$ cat config.mk
export PLATFORM = sky130hd
export DESIGN_NAME = cpu_top
export DESIGN_NICKNAME = d
export VERILOG_FILES = /design/src/rtl/cpu_pkg.sv /design/src/rtl/alu.sv /design/src/rtl/cpu_control.sv /design/src/rtl/cpu_top.sv /design/src/rtl/mem_access.sv /design/src/rtl/register_file.sv
export SDC_FILE = /design/constraint.sdc
export NUM_CORES = 1
export LEC_CHECK = 0
export ABC_CLOCK_PERIOD_IN_PS = 16000
export BUFFER_PORTS_ARGS = -buffer_cell sky130_fd_sc_hd__buf_2
export CORE_MARGIN = 4
export CORE_UTILIZATION = 40
export DETAILED_ROUTE_END_ITERATION = 10
export PLACE_DENSITY_LB_ADDON = 0.1
export SETUP_SLACK_MARGIN = 0.4
export SLEW_MARGIN = 20
export SYNTH_ARGS = -nofsm -noshare
export SYNTH_HDL_FRONTEND = slang
export SYNTH_HIERARCHICAL = 1
export SYNTH_SLANG_ARGS = --single-unit
$ cat constraint.sdc
create_clock -name clk -period 16 [get_ports clk]
set_clock_uncertainty 0.05 [all_clocks]
set_input_delay 0 -clock clk [delete_from_list [all_inputs] [get_ports clk]]
set_output_delay 0 -clock clk [all_outputs]
set_load 0.01 [all_outputs]
$ cat src/rtl/cpu_pkg.sv
// Shared types for the 16-bit CPU core, referenced by scoped name from every RTL file
package cpu_pkg;

	typedef logic [15:0] word_t;   // Data, address and instruction word
	typedef logic [3:0] reg_addr_t;

	// Opcode values follow the original instruction set
	typedef enum logic [3:0] {
		op_halt  = 4'h0,
		op_mov   = 4'h1,
		op_movnz = 4'h2,
		op_movez = 4'h3,
		op_bus   = 4'h4, // Unimplemented, treated as halt
		op_memr  = 4'h5,
		op_set   = 4'h6, // Immediate in the next word
		op_memw  = 4'h7,
		op_and   = 4'h8,
		op_or    = 4'h9,
		op_xor   = 4'ha,
		op_add   = 4'hb,
		op_shft  = 4'hc,
		op_mul   = 4'hd,
		op_gt    = 4'he,
		op_eq    = 4'hf
	} opcode_e;

	typedef struct packed {
		reg_addr_t if_reg;   // Condition or second operand
		reg_addr_t to_reg;   // Destination
		reg_addr_t from_reg; // Source or address
		opcode_e op;
	} instruction_t;

	typedef enum logic [2:0] {
		ins_load = 3'd0,
		execute  = 3'd1,
		commit   = 3'd2,
		pc_step  = 3'd3
	} cpu_state_e;

	// Data memory request, one access at a time
	typedef struct packed {
		logic read;  // Level, held until ready
		logic write; // Single cycle strobe
		word_t addr;
		word_t wdata;
	} mem_req_t;

	typedef struct packed {
		logic en;
		reg_addr_t addr;
		word_t data;
	} reg_write_t;

endpackage

$ cat src/rtl/alu.sv
// Combinational ALU for the eight arithmetic and compare opcodes
`timescale 1ns/10ps

module alu (
	input  cpu_pkg::opcode_e op,
	input  cpu_pkg::word_t a,   // From register
	input  cpu_pkg::word_t b,   // If register
	output cpu_pkg::word_t result
);

	logic [31:0] product;

	assign product = 32'(a) * 32'(b);

	always_comb begin
		case (op)
			cpu_pkg::op_and: result = a & b;
			cpu_pkg::op_or:  result = a | b;
			cpu_pkg::op_xor: result = a ^ b;
			cpu_pkg::op_add: result = a + b;
			cpu_pkg::op_mul: result = product[15:0]; // Low half only
			cpu_pkg::op_gt:  result = (a > b) ? 16'hffff : 16'h0000;
			cpu_pkg::op_eq:  result = (a == b) ? 16'hffff : 16'h0000;
			cpu_pkg::op_shft: begin
				// Upper byte of b picks the direction
				if (b[7:4] != 4'h0) begin
					result = '0;
				end else if (b[15:8] != 8'h00) begin
					result = a << b[3:0];
				end else begin
					result = a >> b[3:0];
				end
			end
			default: result = a; // Pass-through for the moves
		endcase
	end

endmodule

$ cat src/rtl/cpu_control.sv
// Instruction sequencer: fetch, execute per opcode, commit the register write, step the PC
`timescale 1ns/10ps

module cpu_control (
	input  logic clk,
	input  logic mem_read_ready_stor_reset,
	output cpu_pkg::word_t ins_addr,
	input  cpu_pkg::word_t ins_data,
	input  cpu_pkg::word_t pc,
	output cpu_pkg::reg_addr_t rd_from,
	output cpu_pkg::reg_addr_t rd_if,
	input  cpu_pkg::word_t rdata_if,
	output cpu_pkg::opcode_e alu_op,
	input  cpu_pkg::word_t alu_result,
	output logic mem_start,
	output logic mem_is_write,
	input  logic mem_done,
	input  cpu_pkg::word_t mem_rdata,
	output cpu_pkg::reg_write_t reg_wr,
	output logic [1:0] pc_step,
	output logic halted
);

	cpu_pkg::cpu_state_e state;
	cpu_pkg::instruction_t ins_buf; // Latched in ins_load
	cpu_pkg::instruction_t ins_word;
	logic set_phase;  // Second execute cycle of SET
	logic set_fetch;
	logic ins_is_mem;
	logic move_en;

	assign ins_word = cpu_pkg::instruction_t'(ins_data);
	assign ins_is_mem = (ins_word.op == cpu_pkg::op_memr) || (ins_word.op == cpu_pkg::op_memw);

	// SET reads its immediate from the word after the opcode
	assign set_fetch = (state == cpu_pkg::execute) && (ins_buf.op == cpu_pkg::op_set) && set_phase;
	assign ins_addr = pc + cpu_pkg::word_t'(set_fetch);

	assign rd_from = ins_buf.from_reg;
	assign rd_if = ins_buf.if_reg;
	assign alu_op = ins_buf.op;  // Moves get the from register back through the ALU
	assign mem_is_write = (ins_buf.op == cpu_pkg::op_memw);

	assign halted = (state == cpu_pkg::execute) &&
		((ins_buf.op == cpu_pkg::op_halt) || (ins_buf.op == cpu_pkg::op_bus));

	always_comb begin
		if (state == cpu_pkg::commit) begin
			pc_step = (ins_buf.op == cpu_pkg::op_set) ? 2'd2 : 2'd1;
		end else begin
			pc_step = 2'd0;
		end
	end

	// Conditional moves look at the if register
	always_comb begin
		case (ins_buf.op)
			cpu_pkg::op_movnz: move_en = |rdata_if;
			cpu_pkg::op_movez: move_en = ~|rdata_if;
			default:           move_en = 1'b1;
		endcase
	end

	always_ff @(posedge clk) begin
		if (mem_read_ready_stor_reset) begin
			state <= cpu_pkg::ins_load;
			set_phase <= 1'b0;
			mem_start <= 1'b0;
			reg_wr.en <= 1'b0;
		end else begin
			// Memory ops start in their first execute cycle
			mem_start <= (state == cpu_pkg::ins_load) && ins_is_mem;

			case (state)
				cpu_pkg::ins_load: begin
					ins_buf <= ins_word;
					state <= cpu_pkg::execute;
				end

				cpu_pkg::execute: begin
					case (ins_buf.op)
						cpu_pkg::op_halt, cpu_pkg::op_bus: begin
							state <= cpu_pkg::execute; // Parked here for good
						end
						cpu_pkg::op_set: begin
							if (set_phase) begin
								set_phase <= 1'b0;
								// Pending write doubles as the immediate buffer
								reg_wr <= '{en: 1'b1, addr: ins_buf.to_reg, data: ins_data};
								state <= cpu_pkg::commit;
							end else begin
								set_phase <= 1'b1;
							end
						end
						cpu_pkg::op_memr: begin
							if (mem_done) begin
								reg_wr <= '{en: 1'b1, addr: ins_buf.to_reg, data: mem_rdata};
								state <= cpu_pkg::commit;
							end
						end
						cpu_pkg::op_memw: begin
							if (mem_done) begin
								state <= cpu_pkg::commit;
							end
						end
						default: begin
							// MOV family and the ALU ops
							reg_wr <= '{en: move_en, addr: ins_buf.to_reg, data: alu_result};
							state <= cpu_pkg::commit;
						end
					endcase
				end

				cpu_pkg::commit: begin
					reg_wr.en <= 1'b0; // Write lands at this edge
					state <= cpu_pkg::pc_step;
				end

				cpu_pkg::pc_step: state <= cpu_pkg::ins_load;

				default: state <= cpu_pkg::ins_load;
			endcase
		end
	end

	state_legal: assert property (@(posedge clk) disable iff (mem_read_ready_stor_reset)
		state inside {cpu_pkg::ins_load, cpu_pkg::execute, cpu_pkg::commit, cpu_pkg::pc_step});

	// Register file sees a write only while committing
	write_in_commit: assert property (@(posedge clk) disable iff (mem_read_ready_stor_reset)
		reg_wr.en |-> state == cpu_pkg::commit);

endmodule

$ cat src/rtl/cpu_top.sv
// CPU top level, connects sequencer, register file, ALU and memory access to the ports
`timescale 1ns/10ps

module cpu_top #(
	parameter cpu_pkg::word_t reset_pc = '0
) (
	input  logic clk,
	input  logic mem_read_ready_stor_reset,
	output cpu_pkg::word_t ins_addr,
	input  cpu_pkg::word_t ins_data,
	output cpu_pkg::mem_req_t mem_req,
	input  cpu_pkg::word_t mem_rdata,
	input  logic mem_read_ready,
	output logic halted
);

	cpu_pkg::word_t pc;
	cpu_pkg::reg_addr_t rd_from, rd_if;
	cpu_pkg::word_t rdata_from, rdata_if;
	cpu_pkg::opcode_e alu_op;
	cpu_pkg::word_t alu_result;
	cpu_pkg::reg_write_t reg_wr;
	logic [1:0] pc_step;

	logic mem_start, mem_is_write, mem_done;
	cpu_pkg::word_t mem_data; // Read data held by the memory sequencer

	cpu_control cpu_control_i (
		.clk                       (clk),
		.mem_read_ready_stor_reset (mem_read_ready_stor_reset),
		.ins_addr                  (ins_addr),
		.ins_data                  (ins_data),
		.pc                        (pc),
		.rd_from                   (rd_from),
		.rd_if                     (rd_if),
		.rdata_if                  (rdata_if),
		.alu_op                    (alu_op),
		.alu_result                (alu_result),
		.mem_start                 (mem_start),
		.mem_is_write              (mem_is_write),
		.mem_done                  (mem_done),
		.mem_rdata                 (mem_data),
		.reg_wr                    (reg_wr),
		.pc_step                   (pc_step),
		.halted                    (halted)
	);

	register_file #(.reset_pc(reset_pc)) register_file_i (
		.clk                       (clk),
		.mem_read_ready_stor_reset (mem_read_ready_stor_reset),
		.rd_from                   (rd_from),
		.rd_if                     (rd_if),
		.rdata_from                (rdata_from),
		.rdata_if                  (rdata_if),
		.reg_wr                    (reg_wr),
		.pc_step                   (pc_step),
		.pc                        (pc)
	);

	alu alu_i (
		.op     (alu_op),
		.a      (rdata_from),
		.b      (rdata_if),
		.result (alu_result)
	);

	// From register is the address, if register the store data
	mem_access mem_access_i (
		.clk                       (clk),
		.mem_read_ready_stor_reset (mem_read_ready_stor_reset),
		.start                     (mem_start),
		.is_write                  (mem_is_write),
		.addr                      (rdata_from),
		.wdata                     (rdata_if),
		.mem_req                   (mem_req),
		.mem_rdata                 (mem_rdata),
		.mem_read_ready            (mem_read_ready),
		.done                      (mem_done),
		.rdata                     (mem_data)
	);

endmodule

$ cat src/rtl/mem_access.sv
// Data memory sequencer for MEMR and MEMW, drives the strobes and holds read data
`timescale 1ns/10ps

module mem_access (
	input  logic clk,
	input  logic mem_read_ready_stor_reset,
	input  logic start,
	input  logic is_write,
	input  cpu_pkg::word_t addr,
	input  cpu_pkg::word_t wdata,
	output cpu_pkg::mem_req_t mem_req,
	input  cpu_pkg::word_t mem_rdata,
	input  logic mem_read_ready,
	output logic done,
	output cpu_pkg::word_t rdata
);

	logic rd_pend;     // Read level after the start cycle
	logic ready_stor;  // Ready pulse seen, held until done
	logic wr_done;
	logic read_hit;

	assign mem_req = '{
		read:  (start & ~is_write) | rd_pend,
		write: start & is_write,
		addr:  addr,
		wdata: wdata
	};

	assign read_hit = mem_req.read && mem_read_ready;
	assign done = ready_stor | wr_done;

	always_ff @(posedge clk) begin
		if (mem_read_ready_stor_reset) begin
			rd_pend <= 1'b0;
			ready_stor <= 1'b0;
			wr_done <= 1'b0;
		end else begin
			wr_done <= start & is_write; // Write completes the cycle after its strobe

			if (read_hit) begin
				rd_pend <= 1'b0;
			end else if (start && !is_write) begin
				rd_pend <= 1'b1;
			end

			// Capture the pulse, drop it once done has been shown
			if (read_hit) begin
				ready_stor <= 1'b1;
			end else if (ready_stor) begin
				ready_stor <= 1'b0;
			end
		end
	end

	always_ff @(posedge clk) begin
		if (read_hit) begin
			rdata <= mem_rdata;
		end
	end

	no_read_and_write: assert property (@(posedge clk) disable iff (mem_read_ready_stor_reset)
		!(mem_req.read && mem_req.write));

	// Memory samples the address any time while the read is pending
	read_addr_stable: assert property (@(posedge clk) disable iff (mem_read_ready_stor_reset)
		$past(mem_req.read) && mem_req.read |-> $stable(mem_req.addr));

endmodule

$ cat src/rtl/register_file.sv
// Sixteen general registers plus program counter, two asynchronous read ports, one write port
`timescale 1ns/10ps

module register_file #(
	parameter cpu_pkg::word_t reset_pc = '0
) (
	input  logic clk,
	input  logic mem_read_ready_stor_reset,
	input  cpu_pkg::reg_addr_t rd_from,
	input  cpu_pkg::reg_addr_t rd_if,
	output cpu_pkg::word_t rdata_from,
	output cpu_pkg::word_t rdata_if,
	input  cpu_pkg::reg_write_t reg_wr,
	input  logic [1:0] pc_step,
	output cpu_pkg::word_t pc
);

	cpu_pkg::word_t regs [16];

	assign rdata_from = regs[rd_from];
	assign rdata_if = regs[rd_if];

	always_ff @(posedge clk) begin
		if (mem_read_ready_stor_reset) begin
			for (int i = 0; i < 16; i++) begin
				regs[i] <= '0;
			end
		end else if (reg_wr.en) begin
			regs[reg_wr.addr] <= reg_wr.data;
		end
	end

	// Step is 0 except during commit, 2 skips the SET immediate
	always_ff @(posedge clk) begin
		if (mem_read_ready_stor_reset) begin
			pc <= reset_pc;
		end else begin
			pc <= pc + cpu_pkg::word_t'(pc_step);
		end
	end

endmodule

==> results of run 1 <==
==> worst max path at each step <==
stage                                   from                        to  slack [ns]  cells past startpoint
floorplan             cpu_control_i/rd_if[0]  cpu_control_i/reg_wr[15]        8.54                     30
global placement    cpu_control_i/rd_from[0]  cpu_control_i/reg_wr[15]        6.74                     27
detailed placement  cpu_control_i/rd_from[0]  cpu_control_i/reg_wr[15]        6.74                     27
CTS                 cpu_control_i/rd_from[0]  cpu_control_i/reg_wr[15]        6.70                     27
global route        cpu_control_i/rd_from[0]  cpu_control_i/reg_wr[15]        6.14                     27
finish              cpu_control_i/rd_from[0]  cpu_control_i/reg_wr[13]        6.68                     27
==> cells by family after synthesis <==
group | after synthesis | synth area share [%]
AND/OR/NAND/NOR | 736 | 16.1
buffers and inverters | 373 | 7.03
flip-flops | 332 | 39.5
AO/OA/AOI/OAI | 280 | 8.00
adder cells (fa/ha/maj) | 189 | 12.1
multiplexers | 174 | 14.5
XOR/XNOR | 74 | 2.72
==> worst reg2reg max path: cells and delay by family (launching register included) <==
family	cells	cell delay, ns
simple gates	4	0.86
fa+ha+maj	7	3.45
mux	1	0.62
buf+inv	8	2.03
flops	1	0.33
compound gates	6	1.58
xor+xnor	1	0.15
==> routing by layer <==
layer | wire, µm | GRT usage, % | vias up | part of all wire (%)
li1 | - | - | 7713 | -
met1 | 37000 | 36.5 | 8966 | 44
met2 | 36700 | 38.1 | 831 | 44
met3 | 7680 | 6.41 | 134 | 9.2
met4 | 1920 | 5.18 | 2 | 2.3
met5 | 11 | 0.365 | - | 0.013
==> metrics by stage <==
step | utilization (%) | hold slack, ns | worst slack [ns]
2_1_floorplan | - | 0.0143 | 8.54
3_3_place_gp | 42.0 | 0.126 | 6.74
3_5_place_dp | 42.0 | 0.128 | 6.74
4_1_cts | 44.5 | 0.0766 | 6.70
5_1_grt | 44.5 | 0.0942 | 6.14
6_report | 44.5 | 0.107 | 6.68
==> power groups by stage <==
stage / Clock [mW] / Combinational [mW] / Sequential [mW]
after global routing: 0.922 / 3.16 / 1.11
after CTS: 0.883 / 2.86 / 1.10
final: 0.865 / 2.89 / 1.10
after detailed placement: 0 / 2.83 / 1.12
after global placement: 0 / 2.83 / 1.11
after floorplan: 0 / 2.06 / 1.06
==> registers in the layout, indices dropped and copies added (netlist names), 2 cells and up <==
name / flops
cpu_control_i/rd_if: 4
cpu_control_i/rd_from: 4
cpu_control_i/state: 2
cpu_control_i/ins_buf: 4
mem_access_i/rdata: 16
cpu_control_i/reg_wr: 21
register_file_i/pc: 16
cpu_control_i/alu_op: 4
register_file_i/regs: 256
==> cell usage in the layout (no fill, tap or decap), drive strengths merged, types with 49 or more instances in the layout <==
cell    Yosys  final
edfxtp    308    308
and2      265    265
inv       181    182
nor2      157    157
nand2     145    145
mux4      143    143
buf       120    142
ha        107    107
a22oi      85     85
fa         82     82
xnor2      58     58
o21ai      56     56
clkbuf     68     49
==> area by class of cell <==
type | instances | area [µm²] | share of cell area, %
Tap cell | 782 | 978 | 3.63
Clock buffer | 49 | 1040 | 3.87
Multi-Input combinational cell | 1453 | 13200 | 48.8
Inverter | 185 | 694 | 2.57
Sequential cell | 332 | 9730 | 36.1
Timing Repair Buffer | 176 | 1190 | 4.42
Clock inverter | 20 | 181 | 0.672
==> results.toml, run 1 <==
[status]
status = "finished clean"

[layout]
layoutNonFillerInstCount = 2997
area_growth_pct = 9.68
final_area_um2 = 27000
drive_above_1_share_pct = 18.7
diodes = 0
final_nets = 2412
n_fill_cell = 5656

[placement]
gp_congestion = 0.895
dp.cells = 2894
portBuffers = 85
hpwl_um = 56500
placed_area_um2 = 25400

[timing]
rsz0062_at_grt = "false"
setup_violations = 0
setup_tns_ns = 0
timing.final.hold_violations = 0
fin_crit_sh_pct = 58.3
max_slew_margin_pct = 23.7
post-route-min-period_ns = 9.32
max_freq_mhz = 107
slew_viol_final = 0
tightestPinTransition_ns = 1.14

[drt]
num_vias = 17646
drt_pass1_iterations = 6
wl_um = 83400
wl_per_cell_um = 27.8
drt_iter0_markers = 2012
postRouteAntennaNets = 0
routed_via_density = 5.89
drc = 0

[power]
ir_drop_v = 0.000182
swShare_pct = 45.8
p_clk_share_pct = 17.8
p_per_area_nw_per_um2 = 180
pwr-share-seq_pct = 22.6
comb_power_share_pct = 59.5
switchingPower_mw = 2.22
p_int_mw = 2.63
power.leakage_nw = 10.5
finalPower_mw = 4.85

[yosys]
yosys-top-cells-area = "edfxtp_1 (38%), mux4_2 (13%), and2_1 (6.7%)"
synth.top_cell.area_share_pct = 37.6
synth_edf_count = 308
yosysUniqueCellTypes = 95
async_reset_ff_share_pct = 0
yosys_warnings = 6
syn_inst = 2158
syn_avg_cell_area_um2 = 11.4
syn_area_um2 = 24600
syn_nets = 2382
yosys_most_used_dff = "edfxtp_1"
yosysSeqAreaShare_pct = 39.5
ys_ff_latch = 332
synth_area_leader_cell = "edfxtp_1"
synth_common_cells = "edfxtp_1 (308), and2_1 (264), inv_1 (178)"
yosysMostFrequentCell = "edfxtp_1"

[clock_tree]
postCtsSetupBuffers = 0
clock_sinks = 332
cts_max_level = 2
clk_pin_slew_worst_paths_ns = 0.06
worstSkewPairLatency_ns = 0.57
cts_root_buffer = "clkbuf_16"
clk_path_buf_depth = 3
cts_tree = "done"
cts_inserted_buffers = 40
cts_hold_buf = 34
cts_resized = 0

[setup_path]
ff2ff_path_depth = 27
r2r_slack_ns = 6.68
regToRegStartpoint = "cpu_control_i/rd_from[0]"
crit_buf_inv = 8
slowest_stage = "buf_4"
r2r-end = "cpu_control_i/reg_wr[13]"
slowest_delay_ns = 0.76
cpLargestDelayFamily = "adder cells"
crit_type = "flip-flop to flip-flop"
arrival_ns = 9.56
worst_setup_path_end_kind = "flip-flop"
critical_path.max_fanout = 38
worstSetupStartpointType = "flip-flop"
cp.required_ns = 16.23

[global_routing]
grt_pass1_vias = 17983
grt_use_total_pct = 25.0
antenna_found_initial = 1
grt_pass1_wl_um = 123000
grt_max_degree = 64
overflow = 0

[floorplan]
die_area_um2 = 65500
dieWidth_um = 256
ios = 86
rows = 90
start_util_pct = 40.6
coreArea_um2 = 60600
fp.dieH_um = 256

[worst_hold_path]
holdPathEnd = "mem_access_i/rdata[4]"
whs_path_depth = 2
hold_path_class = "primary input to flip-flop"
worstHoldStart = "mem_rdata[4]"

[flow_run]
max_cap_violations = 0
No activity file was read; power rests on OpenSTA's default activity.
==> inputs of run 2 (changes only) <==
--- a/config.mk
+++ b/config.mk
@@ -5,7 +5,7 @@
 export SDC_FILE = /design/constraint.sdc
 export NUM_CORES = 1
 export LEC_CHECK = 0
-export ABC_CLOCK_PERIOD_IN_PS = 16000
+export ABC_CLOCK_PERIOD_IN_PS = 7600
 export BUFFER_PORTS_ARGS = -buffer_cell sky130_fd_sc_hd__buf_2
 export CORE_MARGIN = 4
 export CORE_UTILIZATION = 40
==> constraint.sdc (replaced) <==
create_clock -name clk -period 7.6 [get_ports clk]
set_clock_uncertainty 0.05 [all_clocks]
set_input_delay 0 -clock clk [delete_from_list [all_inputs] [get_ports clk]]
set_output_delay 0 -clock clk [all_outputs]
set_load 0.01 [all_outputs]
==> run 2 against run 1 <==
Compared with the run above: critical path depth up 3; clock power up 110%; first-iteration DRC count down 10%; flip-flop and latch count unchanged; critical path type unchanged; utilization up 3.4 points.
==> results.toml, run 2 (synthesized netlist as in run 1, its figures left out) <==
[drt]
postRouteAntennaNets = 0
wl_um = 85100
drc = 0
wl_per_cell_um = 27.1
num_vias = 18305
routed_via_density = 5.82
drt_pass1_iterations = 6
drt_iter0_markers = 1807

[global_routing]
grt_pass1_wl_um = 124000
grt_use_total_pct = 25.3
overflow = 0
antenna_found_initial = 1
grt_pass1_vias = 18577
grt_max_degree = 49

[setup_path]
cp.required_ns = 7.92
slowest_delay_ns = 0.58
crit_buf_inv = 12
slowest_stage = "fa_1"
cp_common_cell = "fa_1"
worst_setup_path_end_kind = "flip-flop"
arrival_ns = 7.38
cpLargestDelayFamily = "adder cells"
critical_path.max_fanout = 5
worstSetupStartpointType = "flip-flop"
crit_type = "flip-flop to flip-flop"

[timing]
post-route-min-period_ns = 7.06
worst_slack_ns = 0.539
max_slew_margin_pct = 26.5
fin_crit_sh_pct = 92.9
tightestPinTransition_ns = 1.10
setup_violations = 0
max_freq_mhz = 142
hold_slack_ns = 0.0910
setup_tns_ns = 0
rsz0062_at_grt = "true"
timing.final.hold_violations = 0
slew_viol_final = 0

[clock_tree]
worstSkewPairLatency_ns = 0.58
clk_path_buf_depth = 3
cts_max_level = 2
cts_root_buffer = "clkbuf_16"
cts_inserted_buffers = 41
clock_sinks = 332
cts_tree = "done"
clk_pin_slew_worst_paths_ns = 0.06

[floorplan]
coreArea_um2 = 60600
fp.dieH_um = 256
dieWidth_um = 256
rows = 90
die_area_um2 = 65500
start_util_pct = 40.6
ios = 86

[placement]
placed_area_um2 = 26000
hpwl_um = 59200
gp_congestion = 0.966
dp.cells = 2953
portBuffers = 85
dp_worst_setup_slack_ns = 0.111

[layout]
area_growth_pct = 18.0
final_nets = 2557
largest_register = "register_file_i/regs"
diodes = 0
layoutNonFillerInstCount = 3144
final_area_um2 = 29000
final_common_cell = "edfxtp_1"
final_cell_mix = "edfxtp_1 (308), and2_1 (264), inv_1 (161)"
final_util_pct = 47.9
largest_reg_flops = 256
drive_above_1_share_pct = 28.3
top_regs = "register_file_i/regs x256, cpu_control_i/reg_wr x21"

[power]
power.leakage_nw = 11.4
p_per_area_nw_per_um2 = 386
finalPower_mw = 11.2
ir_drop_v = 0.000313

[worst_hold_path]
hold_path_class = "primary input to flip-flop"

[status]
status = "finished clean"

[flow_run]
max_cap_violations = 0
## run 2: cell types whose count changed in the layout (fill, tap and decap cells not counted), sizes merged
cell / previous run / this run
buf: 142 / 285
bufinv: 2 / 1
clkbuf: 49 / 56
clkinv: 21 / 13
clkinvlp: 0 / 3
inv: 182 / 185
## run 2: what timing repair did
| item | 4_1_cts | 5_1_grt |
|---|---|---|
| gates resized for setup | 56 | 104 |
| hold buffers | 34 | 0 |
| setup buffers | 21 | 57 |
| gates cloned | 6 | 1 |
| endpoints found under the hold margin | 65 | 0 |
| endpoints found under the setup margin | 5 | 6 |
| pin swaps | 18 | 62 |
## run 2: layout make-up
| cell class | instances | area [µm²] |
|---|---|---|
| Fill cell | 5422 | 31500 |
| Multi-Input combinational cell | 1453 | 13600 |
| Sequential cell | 332 | 9730 |
| Timing Repair Buffer | 320 | 2800 |
| Clock buffer | 55 | 1080 |
| Tap cell | 782 | 978 |
| Inverter | 185 | 711 |
| Clock inverter | 17 | 151 |
## run 2: where the power goes
group | internal [mW] | switching, mW
Combinational | 3.08 | 4.03
Sequential | 2.14 | 0.152
Clock | 1.04 | 0.782
Total | 6.25 | 4.96
## run 2: layer usage
metal  track usage, %  wire length [µm]  up-vias  part of all wire (%)
met2             39.9             38600      770                    45
met1             36.6             37600     9400                    44
met4             5.71              1920        0                   2.3
li1                 -                 -     8021                     -
met5                0                 0        -                     0
met3             4.91              6950      114                   8.2
## run 2: final timing paths
check	from	endpoint	slack [ns]	cells past startpoint
worst max-delay path	cpu_control_i/rd_from[0]	cpu_control_i/reg_wr[15]	0.54	30
worst min-delay path	mem_rdata[15]	mem_access_i/rdata[15]	0.09	2
worst max register to register	cpu_control_i/rd_from[0]	cpu_control_i/reg_wr[15]	0.54	30
worst min register to register	cpu_control_i/ins_buf[9]	cpu_control_i/reg_wr[17]	0.36	0
## run 2: worst reg2reg max path, delay by kind of cell, from the launching register on
kind	cells	cell delay (ns)
adders and majority gates	7	2.96
buffers and inverters	12	1.37
AOI/OAI and AO/OA	5	1.17
muxes	1	0.42
and+or+nand+nor	4	0.39
DFF	1	0.37
xor gates and xnor gates	1	0.15
